--- config.mk ---
export PLATFORM = sky130hd
export DESIGN_NAME = ValueDisplay
export DESIGN_NICKNAME = d
export VERILOG_FILES = /design/src/common/DisplayPkg.sv /design/src/common/ConvertIf.sv /design/src/rtl/ConversionControl.sv /design/src/DoubleDabble/DoubleDabble.sv /design/src/DisplayScanner/DisplayScanner.sv /design/src/rtl/ValueDisplay.sv
export VERILOG_INCLUDE_DIRS = /design/src /design/src/common
export SDC_FILE = /design/constraint.sdc
export NUM_CORES = 1
export LEC_CHECK = 0
export BUFFER_PORTS_ARGS = -buffer_cell sky130_fd_sc_hd__buf_2
export CAP_MARGIN = 0
export CORE_MARGIN = 4
export CORE_UTILIZATION = 50
export CTS_CLUSTER_SIZE = 28
export DETAILED_ROUTE_END_ITERATION = 10
export HOLD_SLACK_MARGIN = 0.12
export PLACE_DENSITY = 0.68
export SLEW_MARGIN = 15
export SYNTH_ARGS = -nofsm -noshare
export SYNTH_HDL_FRONTEND = slang
export SYNTH_HIERARCHICAL = 1
export SYNTH_SLANG_ARGS = --single-unit
--- constraint.sdc ---
create_clock -name Clock -period 2.8 [get_ports Clock]
set_clock_uncertainty 0.2 [all_clocks]
set_input_delay 0.14 -clock Clock [delete_from_list [all_inputs] [get_ports Clock]]
set_output_delay 0.14 -clock Clock [all_outputs]
set_load 0.005 [all_outputs]
--- src/common/display_consts.svh ---
// Widths, digit count and refresh rate for the numeric display

`ifndef DISPLAY_CONSTS_SVH
`define DISPLAY_CONSTS_SVH

// Binary input value
`define INPUT_BITS 16

// Decimal digits produced and shown
`define OUTPUT_DIGITS 5
`define OUTPUT_BITS (4 * `OUTPUT_DIGITS)

// Converter bit counter, holds INPUT_BITS-1 down to 0
`define COUNT_BITS ($clog2(`INPUT_BITS))

// Clock cycles each digit stays lit, kept tiny for simulation
`define REFRESH_CYCLES 4

// Digit index of the scanner
`define SCAN_BITS 3

`endif

--- src/common/DisplayPkg.sv ---
// Types shared by the display design: converter and scanner states, BCD, binary and segment words

`include "display_consts.svh"

package DisplayPkg;

	// Converter phase, shift or add-three
	typedef enum logic {
		Double,
		Dabble
	} ConvState;

	// One decimal digit
	typedef logic [3:0] BcdDigit;

	// Packed digits, element 0 is the ones digit
	typedef BcdDigit [`OUTPUT_DIGITS-1:0] BcdWord;

	// Unsigned input value
	typedef logic [`INPUT_BITS-1:0] BinaryWord;

	// Segment lines, bit 0 is a and bit 6 is g
	// A low bit lights the segment
	typedef logic [6:0] SegmentWord;

	// Digit currently driven by the scanner
	typedef enum logic [`SCAN_BITS-1:0] {
		Digit0,
		Digit1,
		Digit2,
		Digit3,
		Digit4
	} ScanState;

endpackage

--- src/common/ConvertIf.sv ---
// Interface between conversion control and the BCD converter, with requester and converter modports

`timescale 1ns/1ns

interface ConvertIf;
	import DisplayPkg::*;

	// One-cycle request, only while Busy is low
	logic Start;

	// Value to convert, sampled with Start
	BinaryWord Binary;

	// Conversion running
	logic Busy;

	// Result ready, one cycle
	logic Done;

	modport Requester (
		output Start,
		output Binary,
		input  Busy,
		input  Done
	);

	modport Converter (
		input  Start,
		input  Binary,
		output Busy,
		output Done
	);

endinterface

--- src/rtl/ConversionControl.sv ---
// Load strobe handling with a single pending slot and start pulse generation for the converter

`timescale 1ns/1ns

module ConversionControl (
	input  logic                  Clock,
	input  logic                  Reset,
	input  logic                  Load_i,
	input  DisplayPkg::BinaryWord Value_i,
	ConvertIf.Requester           Conv
);
	import DisplayPkg::*;

	// Last loaded value, feeds the converter directly
	BinaryWord Held;

	// Start raised by a load into an idle converter
	// Also marks a start that Busy has not answered yet
	logic StartIssued;

	// A value waits for the current conversion to end
	logic Pending;

	// Pending value leaves in the Done cycle
	logic Resume;

	// Load that can start at once
	logic Accept;

	assign Resume = Conv.Done && Pending;
	assign Accept = Load_i && !Conv.Busy && !Conv.Start && !Pending;

	assign Conv.Start  = StartIssued || Resume;
	assign Conv.Binary = Held;

	// Converter samples Held on the same edge a new load overwrites it,
	// so the latest load can always go straight in here
	always_ff @(posedge Clock) begin
		if (Load_i) begin
			Held <= Value_i;
		end
	end

	always_ff @(posedge Clock or negedge Reset) begin
		if (!Reset) begin
			StartIssued <= 1'b0;
			Pending     <= 1'b0;
		end else begin
			StartIssued <= Accept;

			// Latest load wins the slot, even over a resume
			if (Load_i && !Accept) begin
				Pending <= 1'b1;
			end else if (Resume) begin
				Pending <= 1'b0;
			end
		end
	end

	// The converter would restart and lose the running value
	StartOnlyWhenIdle: assert property (
		@(posedge Clock) disable iff (!Reset)
		!(Conv.Start && Conv.Busy)
	) else $error("Start issued while converter busy");

	// Every held value must eventually reach the converter
	PendingDrains: assert property (
		@(posedge Clock) disable iff (!Reset)
		Pending && !Conv.Busy && !Conv.Start |-> 1'b0
	) else $error("Pending value with no conversion to release it");

endmodule

--- src/DoubleDabble/DoubleDabble.sv ---
// Sequential shift-and-add-three converter from binary to packed BCD digits

`timescale 1ns/1ns

`include "display_consts.svh"

module DoubleDabble (
	input  logic               Clock,
	input  logic               Reset,
	ConvertIf.Converter        Conv,
	output DisplayPkg::BcdWord Bcd_o
);
	import DisplayPkg::*;

	localparam logic [`COUNT_BITS-1:0] FirstCount = `COUNT_BITS'(`INPUT_BITS - 1);

	ConvState State;
	logic [`COUNT_BITS-1:0] Counter;

	// Working registers, binary shifts out into the BCD side
	BinaryWord Binary;
	logic [`OUTPUT_BITS-1:0] Shift;

	// Control and result
	always_ff @(posedge Clock or negedge Reset) begin
		if (!Reset) begin
			State     <= Double;
			Counter   <= '0;
			Conv.Busy <= 1'b0;
			Conv.Done <= 1'b0;
			Bcd_o     <= '0;
		end else begin
			// Done never lasts past one cycle
			Conv.Done <= 1'b0;

			if (Conv.Start) begin
				Conv.Busy <= 1'b1;
				State     <= Double;
				Counter   <= FirstCount;
			end else if (Conv.Busy) begin
				if (State == Double) begin
					State <= Dabble;
				end else begin
					State <= Double;
					if (Counter != '0) begin
						Counter <= Counter - 1'b1;
					end else begin
						// Last shift is done, the final add-three is not needed
						Conv.Busy <= 1'b0;
						Conv.Done <= 1'b1;
						Bcd_o     <= Shift;
					end
				end
			end
		end
	end

	// Datapath
	always_ff @(posedge Clock) begin
		if (Conv.Start) begin
			Binary <= Conv.Binary;
			Shift  <= '0;
		end else if (Conv.Busy) begin
			if (State == Double) begin
				Shift  <= {Shift[`OUTPUT_BITS-2:0], Binary[`INPUT_BITS-1]};
				Binary <= {Binary[`INPUT_BITS-2:0], 1'b0};
			end else begin
				// Digits of five or more would overflow on the next shift
				for (int k = 0; k < `OUTPUT_DIGITS; k++) begin
					if (Shift[4*k +: 4] >= 4'd5) begin
						Shift[4*k +: 4] <= Shift[4*k +: 4] + 4'd3;
					end
				end
			end
		end
	end

	DonePulse: assert property (
		@(posedge Clock) disable iff (!Reset)
		Conv.Done |=> !Conv.Done
	) else $error("Done longer than one cycle");

	DoneNotBusy: assert property (
		@(posedge Clock) disable iff (!Reset)
		!(Conv.Done && Conv.Busy)
	) else $error("Done and Busy high together");

endmodule

--- src/DisplayScanner/DisplayScanner.sv ---
// Digit latch, leading-zero blanking, segment decode and digit enable rotation for the display

`timescale 1ns/1ns

`include "display_consts.svh"

module DisplayScanner (
	input  logic                     Clock,
	input  logic                     Reset,
	input  logic                     Done_i,
	input  DisplayPkg::BcdWord       Bcd_i,
	output DisplayPkg::SegmentWord   Segments_o,
	output logic [`OUTPUT_DIGITS-1:0] DigitEnable_o
);
	import DisplayPkg::*;

	localparam int RefreshBits = $clog2(`REFRESH_CYCLES + 1);
	localparam logic [RefreshBits-1:0] LastRefresh = RefreshBits'(`REFRESH_CYCLES - 1);
	localparam ScanState LastDigit = ScanState'(`OUTPUT_DIGITS - 1);

	// Digits on the display
	BcdWord Shown;

	logic [RefreshBits-1:0] RefreshCount;
	ScanState Index;

	// Highest nonzero digit, 0 when the value is zero
	logic [`SCAN_BITS-1:0] TopDigit;

	BcdDigit Current;
	logic Blank;

	always_ff @(posedge Clock or negedge Reset) begin
		if (!Reset) begin
			Shown        <= '0;
			RefreshCount <= '0;
			Index        <= Digit0;
		end else begin
			if (Done_i) begin
				Shown <= Bcd_i;
			end

			if (RefreshCount == LastRefresh) begin
				RefreshCount <= '0;
				if (Index == LastDigit) begin
					Index <= Digit0;
				end else begin
					Index <= ScanState'(Index + 1'b1);
				end
			end else begin
				RefreshCount <= RefreshCount + 1'b1;
			end
		end
	end

	// Digit 0 is never blanked, so the search starts at 1
	always_comb begin
		TopDigit = '0;
		for (int k = 1; k < `OUTPUT_DIGITS; k++) begin
			if (Shown[k] != 4'd0) begin
				TopDigit = `SCAN_BITS'(k);
			end
		end
	end

	assign Current = Shown[Index];
	assign Blank   = Index > TopDigit;

	// Segment table gfedcba, active low
	always_comb begin
		if (Blank) begin
			Segments_o = 7'h7F;
		end else begin
			case (Current)
				4'd0:    Segments_o = 7'h40;
				4'd1:    Segments_o = 7'h79;
				4'd2:    Segments_o = 7'h24;
				4'd3:    Segments_o = 7'h30;
				4'd4:    Segments_o = 7'h19;
				4'd5:    Segments_o = 7'h12;
				4'd6:    Segments_o = 7'h02;
				4'd7:    Segments_o = 7'h78;
				4'd8:    Segments_o = 7'h00;
				4'd9:    Segments_o = 7'h10;
				// Not a decimal digit, keep it dark
				default: Segments_o = 7'h7F;
			endcase
		end
	end

	assign DigitEnable_o = ~(`OUTPUT_DIGITS'(1) << Index);

	// Index must stay inside the digit range for the enable to be valid
	OneDigitLit: assert property (
		@(posedge Clock) disable iff (!Reset)
		$onehot(~DigitEnable_o)
	) else $error("Digit enable not one-hot low");

endmodule

--- src/rtl/ValueDisplay.sv ---
// Top level of the numeric display: conversion control, BCD converter and display scanner

`timescale 1ns/1ns

`include "display_consts.svh"

module ValueDisplay (
	input  logic                      Clock,
	input  logic                      Reset,
	input  logic                      Load_i,
	input  DisplayPkg::BinaryWord     Value_i,
	output DisplayPkg::BcdWord        Bcd_o,
	output logic                      BcdValid_o,
	output DisplayPkg::SegmentWord    Segments_o,
	output logic [`OUTPUT_DIGITS-1:0] DigitEnable_o
);

	// Control to converter
	ConvertIf Conv ();

	ConversionControl i_ConversionControl (
		.Clock   (Clock),
		.Reset   (Reset),
		.Load_i  (Load_i),
		.Value_i (Value_i),
		.Conv    (Conv.Requester)
	);

	DoubleDabble i_DoubleDabble (
		.Clock (Clock),
		.Reset (Reset),
		.Conv  (Conv.Converter),
		.Bcd_o (Bcd_o)
	);

	// Result strobe is the converter's Done pulse
	assign BcdValid_o = Conv.Done;

	DisplayScanner i_DisplayScanner (
		.Clock         (Clock),
		.Reset         (Reset),
		.Done_i        (Conv.Done),
		.Bcd_i         (Bcd_o),
		.Segments_o    (Segments_o),
		.DigitEnable_o (DigitEnable_o)
	);

endmodule

* Word level (Yosys, flattened, before mapping)
Memories as Yosys holds them, arrays and structs flattened.
Cells that the tools add are included.
** Word-level totals
- Logic and storage cells :: 115
- Bits of input ports :: 19
- Memories :: 1
- Output and inout port bits :: 33
- Memory bits (writable) :: 0
- Latch bits :: 0
- Register bits after elaboration :: 107
- ROM bits :: 112
** Cells by class
- Divide/modulo/power cells :: 0
- Bitwise operators :: 3
- Multipliers :: 0
- Add/subtract/negate cells :: 8
- Shifts and indexed selects :: 1
- Magnitude comparators :: 7
- Multiplexer cells :: 35
- Reduce and logical (&&, ||, !) cells :: 27
- Eq/ne operators :: 8
** Memories
- (no name shown) :: depth 16, width 7, read ports 1, clocked after memory_dff 0, write ports 0, RTL line DisplayScanner.sv:74 : case (Current)
** Operator list (number)
- 2-to-1 mux 16 bit :: 3
- 2-to-1 mux 4 bit :: 10
- adder 4 x 2 -> 4 bit (second input constant) :: 5
- greater-or-equal comparator 4 x 3 -> 1 bit (second input constant) :: 5
- 2-to-1 mux 20 bit :: 1
- nonzero test 4 bit :: 5
- 2-to-1 mux 1 bit :: 14
- binary-select mux 4 bit (select 3 bit) :: 1
- != test 2 bit (second input constant) :: 6
- AND reduction 2 bit :: 6
- 2-to-1 mux 3 bit :: 3
- nonzero test 2 bit :: 4
- 2-to-1 mux 7 bit :: 1
- adder 3 x 1 -> 3 bit (second input constant) :: 2
- logical AND 1 bit :: 5
- NOT 5 bit :: 1
- << shifter 1 x 3 -> 5 bit (first input constant) :: 1
- logical NOT 1 bit :: 4
- less-than comparator 3 x 4 -> 1 bit (second input constant) :: 1
- 2-to-1 mux 2 bit :: 2
- AND reduction 4 bit :: 1
- subtractor 4 x 1 -> 4 bit (second input constant) :: 1
- == test 3 x 2 -> 1 bit (second input constant) :: 1
- == test 3 bit (second input constant) :: 1
- other kinds (4) :: 5

* Longest topological paths before layout
Gate-level depths: netlist (run 1).
- Depth in word-level cells :: 8
- Mapped depth :: 10
- Depth with buffers taken out :: 9

* Hierarchy
Netlist (run 1), hierarchy kept.
** By module, submodules not included
- DoubleDabble :: sequential area each 1556.5 um^2, times used 1, cells an instance 275, area each 3096.7 um^2
- DisplayScanner :: sequential area each 650.6 um^2, times used 1, cells an instance 134, area each 1564.0 um^2
- ConversionControl :: sequential area each 530.5 um^2, times used 1, cells an instance 24, area each 574.3 um^2

* Least setup slack after synthesis (run 1)
OpenSTA, ideal clock, no wires.
- Path kind :: register to output
- Start point :: register i_DisplayScanner/Shown[8] (netlist bit)
- End point :: output Segments_o[0]
- Required time :: 2.460 ns
- Arrival time :: 2.232 ns
- Cell stages (with the launch flop) :: 9
- Slack :: 0.228 ns
- Buffers on the path :: 0
- Path through :: dfrtp_1 -> or4_1 -> o21ai_0 -> ha_1 -> nor2b_1 -> o21a_1 -> o21ai_1 -> and2_1 -> a32oi_1
** On the way
- Cells in the longest elaborated chain, start to end :: 6
- Elaborated cells between the ends (all ways) :: 9
** RTL lines
- start: declaration :: RTL line DisplayScanner.sv:22 : BcdWord Shown;
- start signal: assignment :: RTL line DisplayScanner.sv:40 : Shown <= Bcd_i;
- branches (longest 5 deep; another with memory read (16 x 7 bit))
- 2-to-1 mux 7 bit * :: RTL line DisplayScanner.sv:71 : if (Blank) begin
- end: declaration :: RTL line ValueDisplay.sv:14 : output DisplayPkg::SegmentWord Segments_o,
Mark *: on every way between the ends. The select of a mux whose other input is x is not followed.

* Final worst setup path (run 1)
- Start point :: register i_DisplayScanner/Shown[8] (netlist bit)
- End point :: output Segments_o[4]
Same word-level chain as after synthesis.

==> flow_metrics.py, run 1 <==
metrics = {
    "global_route": {
        "overflow": 0,
        "grt_pass1_vias": 3532,
        "grt_pass1_wl_mm": 17.15,
        "track_usage_pct": 18.27,
        "antenna_found_initial": 0,
        "grt_max_degree": 36,
    },
    "worst_setup_path": {
        "crit_buf_inv": 2,
        "cpMostUsedCell": "o21ai_2",
        "path_max_fanout": 7,
        "arrival_ns": 2.54,
        "cp_top_family": "simple AND/OR/NAND/NOR gates",
        "cp.required_ns": 2.46,
        "cp_slowest_stage_delay_ns": 0.55,
        "critical_path_class": "flip-flop to primary output",
        "crit_slowest_cell": "or4_4",
        "worstSetupStartpointType": "flip-flop",
        "r2r-end": "i_DoubleDabble/Bcd_o[7]$_DFFE_PN0P_",
        "reg2reg_slack_ns": 0.59,
        "critPathCaptureType": "primary output",
        "crit_chain": "or4_4 > o21ai_2 > ha_1 > nor2b_1 > o21a_1 > o21ai_2 > buf_6 > a32oi_2 > buf_2",
        "r2r-start": "i_DoubleDabble/Counter[0]$_DFFE_PN0P_",
        "worstRegToRegCells": 6,
    },
    "hold_path": {
        "hp-class": "input pin to async pin",
    },
    "status": {
        "violations": "setup timing",
        "status": "finished with violations",
    },
    "timing": {
        "rsz0062_at_grt": "true",
        "slew_headroom_pct": 44.97,
        "setup_ws_ns": -0.07942,
        "min_period_ns": 2.879,
        "setup_viol": 7,
        "hold_viol": 0,
        "worstMarginPinSlew_ns": 0.8255,
        "max_freq_ghz": 0.3473,
        "final-max-slew-violation-count": 0,
        "finalCritPeriodShare_pct": 102.8,
    },
    "power_and_ir_drop": {
        "p_comb_share_pct": 48.6,
        "p_leak_nw": 2.724,
        "power.net_switching_w": 0.002549,
        "pwr-share-seq_pct": 39.1,
        "power.density_nw_per_um2": 1108,
        "vdd_ir_drop_max_mv": 0.8209,
        "clkPwrFrac_pct": 12.4,
        "switching_share_pct": 37.97,
        "internal_power_w": 0.004165,
    },
    "synth": {
        "syn_area_um2": 5235,
        "yosys_most_used_dff": "dfrtp_1",
        "synth-async-reset-ratio_pct": 51.40,
        "syn_inst": 433,
        "syn-num-nets": 478,
        "ys_seq_area_share_pct": 52.29,
        "ys_warn_count": 6,
        "yosysUniqueCellTypes": 53,
        "ys_ff_latch": 107,
        "syn_area_per_cell_um2": 12.09,
        "synth_edf_count": 32,
    },
    "clock_network": {
        "clkSlewWorstSetupHoldPaths_ns": 0.10,
        "cts_tree": "built",
        "clk_latency_ns": 0.36,
        "h-tree-depth": 3,
        "numCtsBuffers": 9,
        "clock-sinks": 107,
        "clock-root-buffer": "clkbuf_8",
        "cts.path.max_buffers": 2,
    },
    "routing": {
        "drt_wl_total_mm": 10.08,
        "drtAntennaViolNets": 0,
        "first_pass_iters": 4,
        "drt-initial-drc-count": 165,
        "drc": 0,
        "num_vias": 3468,
        "wl_per_cell_um": 15.44,
        "vias_per_cell": 5.311,
    },
    "layout": {
        "area_growth_pct": 15.70,
        "drive_above_1_share_pct": 32.88,
        "mostFrequentLayoutCells": "58 x mux2_2, 54 x dfrtp_1, 51 x buf_2",
        "diodes": 0,
        "final_util_pct": 58.94,
        "layout.nets": 557,
        "final_common_cell": "mux2_2",
    },
    "floorplan": {
        "start_util_pct": 50.94,
        "dieArea_um2": 12170,
        "core_um2": 10280,
        "row_count": 37,
        "die_w_um": 110.3,
        "pin_count": 52,
        "die_h_um": 110.3,
    },
    "placed_design": {
        "hpwl_mm": 7.148,
        "preCtsSetupSlack_ns": 0.1865,
        "io_buffers": 51,
        "gp_congestion": 0.8503,
    },
    "job": {
        "max_cap_violations": 0,
    },
}
[cell families after synthesis]
kind of cell	after synthesis	share of synthesized area [%]
adders and majority gates	26	6.214
buffers and inverters	47	4.278
DFF	107	52.29
AOI/OAI and AO/OA	71	9.871
xor gates and xnor gates	8	1.338
and+or+nand+nor	103	10.59
muxes	71	15.42
[area by class of cell]
class / instances / area (um2)
clock buffer: 10 / 127.6
clock inverter: 6 / 42.54
fill: 866 / 4220
inverter: 28 / 105.1
multi-input combinational: 279 / 2298
sequential: 107 / 2739
tap: 136 / 170.2
timing repair buffer: 87 / 574.3
[cells in the mapped netlist, types with 2 or more instances]
| cell | instances | area, um2 |
|---|---|---|
| a2111oi_2 | 5 | 75.07 |
| a21oi_1 | 22 | 110.1 |
| a221oi_1 | 5 | 43.79 |
| a32oi_1 | 3 | 26.28 |
| and2_1 | 2 | 12.51 |
| buf_2 | 6 | 30.03 |
| buf_4 | 2 | 15.01 |
| buf_6 | 4 | 45.04 |
| clkbuf_1 | 5 | 18.77 |
| clkbuf_2 | 2 | 10.01 |
| dfrtp_1 | 55 | 1376 |
| dfxtp_1 | 20 | 400.4 |
| edfxtp_1 | 32 | 960.9 |
| ha_1 | 26 | 325.3 |
| inv_1 | 28 | 105.1 |
| mux2_2 | 58 | 653.1 |
| mux2_4 | 2 | 30.03 |
| mux2i_1 | 9 | 90.09 |
| nand2_1 | 24 | 90.09 |
| nand2b_1 | 8 | 50.05 |
| nand3_1 | 5 | 25.02 |
| nor2_1 | 27 | 101.4 |
| nor2b_1 | 15 | 93.84 |
| nor3_1 | 2 | 10.01 |
| nor3b_1 | 6 | 45.04 |
| nor4_1 | 2 | 12.51 |
| o21a_1 | 3 | 22.52 |
| o21ai_0 | 12 | 60.06 |
| o21ai_1 | 4 | 20.02 |
| o22ai_1 | 5 | 31.28 |
| o22ai_2 | 4 | 50.05 |
| or3b_2 | 2 | 17.52 |
| or4_1 | 2 | 15.01 |
| xor2_1 | 7 | 61.31 |
[repair_timing]
| item | in CTS | in global routing |
|---|---|---|
| endpoints found under the hold margin | 68 | 0 |
| hold buffers | 18 | 0 |
| buffers inserted | 2 | 0 |
| pin swaps | 1 | 2 |
| resized for setup | 8 | 2 |
| setup endpoints to repair | 7 | 7 |
[power groups by stage]
stage / clock (W) / sequential (W) / combinational (W)
6_report: 0.000831 / 0.00262 / 0.00326
3_3_place_gp: 0 / 0.00264 / 0.00296
5_1_grt: 0.000936 / 0.00270 / 0.00367
2_1_floorplan: 0 / 0.00251 / 0.00217
4_1_cts: 0.000872 / 0.00262 / 0.00326
3_5_place_dp: 0 / 0.00266 / 0.00308
[layer usage]
layer  GRT usage (%)  vias to the layer above  part of all wire, %
met5               0                        -                    0
met4           6.508                        0                  2.3
met3           4.019                       15                  3.2
met2           30.68                       52                   50
met1           23.34                     1700                   45
li1                -                     1701                    -
[metrics by stage]
step	TNS, ns	total power, W	hold WS (ns)	instance area (um2)	cells
detailed placement	0	0.005733	0.08964	5662	617
CTS	-0.3161	0.006753	0.2215	6052	653
floorplan	0	0.004678	-0.3556	5235	433
global placement	0	0.005597	0.08609	5662	617
finish	-0.3442	0.006714	0.2043	6057	653
global route	-1.151	0.007309	0.2544	6057	653
[registers in the layout, indices dropped and copies added (netlist names)]
| register | count |
|---|---|
| i_DoubleDabble/Counter | 4 |
| i_DisplayScanner/RefreshCount | 3 |
| i_DoubleDabble/State | 1 |
| i_ConversionControl/Pending | 1 |
| i_DoubleDabble/Conv.Busy | 1 |
| i_DisplayScanner/Index | 3 |
| i_ConversionControl/Conv.Binary | 16 |
| i_DoubleDabble/Conv.Done | 1 |
| i_DoubleDabble/Binary | 16 |
| i_DoubleDabble/Bcd_o | 20 |
| i_DoubleDabble/Shift | 20 |
| i_ConversionControl/StartIssued | 1 |
| i_DisplayScanner/Shown | 20 |
[worst max-delay path by stage]
stage                                                startpoint             to  cells past startpoint
after floorplan           i_DisplayScanner/Shown[8]$_DFFE_PN0P_  Segments_o[0]                      8
after global placement    i_DisplayScanner/Shown[8]$_DFFE_PN0P_  Segments_o[0]                      9
after detailed placement  i_DisplayScanner/Shown[8]$_DFFE_PN0P_  Segments_o[0]                      9
after CTS                 i_DisplayScanner/Shown[8]$_DFFE_PN0P_  Segments_o[0]                      9
after global routing      i_DisplayScanner/Shown[8]$_DFFE_PN0P_  Segments_o[0]                      9
final                     i_DisplayScanner/Shown[8]$_DFFE_PN0P_  Segments_o[4]                      9
No activity file was read; power rests on OpenSTA's default activity.
==> run 2: changes to the inputs <==
- MAX_ROUTING_LAYER: default -> met4
==> flow_metrics.py, run 2 (synthesis results as in run 1) <==
metrics = {
    "worst_setup_path": {
        "crit_path_end": "Segments_o[4]",
        "r2r-start": "i_DoubleDabble/Counter[0]$_DFFE_PN0P_",
        "worstSetupStartpointType": "flip-flop",
        "cp_top_family": "simple AND/OR/NAND/NOR gates",
        "r2r-end": "i_DoubleDabble/Bcd_o[17]$_DFFE_PN0P_",
        "arrival_ns": 2.54,
        "crit_chain": "or4_4 > o21ai_2 > ha_1 > nor2b_1 > o21a_1 > o21ai_2 > buf_6 > a32oi_2 > buf_2",
        "critPathCaptureType": "primary output",
        "startpoint": "i_DisplayScanner/Shown[8]$_DFFE_PN0P_",
        "crit_buf_inv": 2,
        "cpMostUsedCell": "o21ai_2",
        "cp_slowest_stage_delay_ns": 0.55,
        "cp.required_ns": 2.46,
        "path_max_fanout": 7,
        "crit_slowest_cell": "or4_4",
        "reg2reg_slack_ns": 0.59,
        "critical_path_class": "flip-flop to primary output",
        "path_depth": 9,
        "worstRegToRegCells": 6,
    },
    "global_route": {
        "use_met1_pct": 23.41,
        "grt_pass1_vias": 3527,
        "use_met2_pct": 30.72,
        "overflow": 0,
        "grt_use_met3_pct": 3.844,
        "grt_pass1_wl_mm": 17.15,
        "track_usage_pct": 18.80,
        "top_usage_layer": "met2",
        "grt_max_degree": 36,
        "antenna_found_initial": 0,
    },
    "layout": {
        "num-fill-cells": 866,
        "diodes": 0,
        "drive_above_1_share_pct": 32.88,
        "area_growth_pct": 15.70,
        "layout.nets": 557,
        "final_cell_count_no_fill": 653,
        "mostFrequentLayoutCells": "58 x mux2_2, 54 x dfrtp_1, 51 x buf_2",
        "final_common_cell": "mux2_2",
        "top_regs": "i_DisplayScanner/Shown: 20 flops, i_DoubleDabble/Bcd_o: 20 flops, i_DoubleDabble/Shift: 20 flops",
    },
    "timing": {
        "worstMarginPinSlew_ns": 0.8226,
        "hold_slack_ns": 0.2014,
        "min_period_ns": 2.883,
        "hold_viol": 0,
        "max_freq_ghz": 0.3468,
        "setup_ws_ns": -0.08340,
        "setup_viol": 7,
        "slew_headroom_pct": 45.16,
        "finalCritPeriodShare_pct": 103.0,
        "rsz0062_at_grt": "true",
        "final-max-slew-violation-count": 0,
    },
    "placed_design": {
        "gp_congestion": 0.8638,
        "io_buffers": 51,
        "hpwl_mm": 7.148,
        "placed_cells": 617,
    },
    "routing": {
        "drt-initial-drc-count": 190,
        "drc": 0,
        "wl_per_cell_um": 15.49,
        "vias_per_cell": 5.325,
        "drt_wl_total_mm": 10.12,
        "first_pass_iters": 4,
        "num_vias": 3477,
        "drtAntennaViolNets": 0,
    },
    "floorplan": {
        "row_count": 37,
        "dieArea_um2": 12170,
        "pin_count": 52,
        "die_h_um": 110.3,
        "die_w_um": 110.3,
        "core_um2": 10280,
        "start_util_pct": 50.94,
    },
    "clock_network": {
        "clock-sinks": 107,
        "clkSlewWorstSetupHoldPaths_ns": 0.10,
        "cts_tree": "built",
        "numCtsBuffers": 9,
        "cts.path.max_buffers": 2,
        "clock-root-buffer": "clkbuf_8",
        "h-tree-depth": 3,
        "clk_latency_ns": 0.36,
    },
    "power_and_ir_drop": {
        "vdd_ir_drop_max_mv": 0.8209,
        "finalPower_w": 0.006719,
        "p_leak_nw": 2.724,
        "power.density_nw_per_um2": 1109,
    },
    "status": {
        "status": "finished with violations",
        "violations": "setup timing",
    },
    "job": {
        "max_cap_violations": 0,
    },
    "hold_path": {
        "hp-class": "input pin to async pin",
    },
}
[run 2: cell counts in the layout (fill, tap and decap cells not counted)]
No cell type changed its count.
[run 2: worst min-delay path by stage]
stage | from | end | slack [ns] | depth (start not counted)
floorplan | Reset | i_ConversionControl/Pending$_DFFE_PN0P_ | -0.36 | 0
global placement | Reset | i_DoubleDabble/Bcd_o[6]$_DFFE_PN0P_ | 0.09 | 1
detailed placement | Reset | i_DoubleDabble/Bcd_o[6]$_DFFE_PN0P_ | 0.09 | 1
CTS | Reset | i_DoubleDabble/Bcd_o[6]$_DFFE_PN0P_ | 0.22 | 2
global route | Value_i[11] | i_ConversionControl/Conv.Binary[11]$_DFFE_PP_ | 0.26 | 2
finish | Reset | i_DoubleDabble/Counter[2]$_DFFE_PN0P_ | 0.20 | 2
[run 2: area by class of cell]
cell class              instances  area (um2)  area share, %
flip-flops and latches        107        2739          45.22
clock buffers                  10       127.6          2.107
repair buffers                 87       574.3          9.482
inverters                      28       105.1          1.735
multi-input cells             279        2298          37.95
clock inverters                 6       42.54         0.7023
well taps                     136       170.2          2.809
[run 2: metal layers]
| metal | part of all wire (%) | vias to the layer above |
|---|---|---|
| li1 | - | 1701 |
| met1 | 45 | 1694 |
| met2 | 49 | 65 |
| met3 | 3.7 | 17 |
| met4 | 2.4 | 0 |
| met5 | 0 | - |
[run 2: report_power, final]
group / internal [W] / total [W] / switching (W)
logic: 0.00164 / 0.00326 / 0.00162
registers: 0.00220 / 0.00262 / 0.000422
clock network: 0.000325 / 0.000837 / 0.000511
total: 0.00416 / 0.00672 / 0.00255
[run 2: timing repair]
| item | CTS | global route |
|---|---|---|
| endpoints found under the setup margin | 7 | 7 |
| pin swaps | 1 | 2 |
| endpoints found under the hold margin | 68 | 0 |
| hold buffers | 18 | 0 |
| resized for setup | 8 | 2 |
| buffers inserted | 2 | 0 |
[run 2: stage by stage]
stage / setup slack [ns] / cell area (um2) / setup TNS, ns / util [%]
2_1_floorplan: 0.2283 / 5235 / 0 / -
3_3_place_gp: 0.2560 / 5662 / 0 / 55.09
3_5_place_dp: 0.1865 / 5662 / 0 / 55.09
4_1_cts: -0.07668 / 6052 / -0.3161 / 58.89
5_1_grt: -0.2003 / 6057 / -1.133 / 58.94
6_report: -0.08340 / 6057 / -0.3728 / 58.94
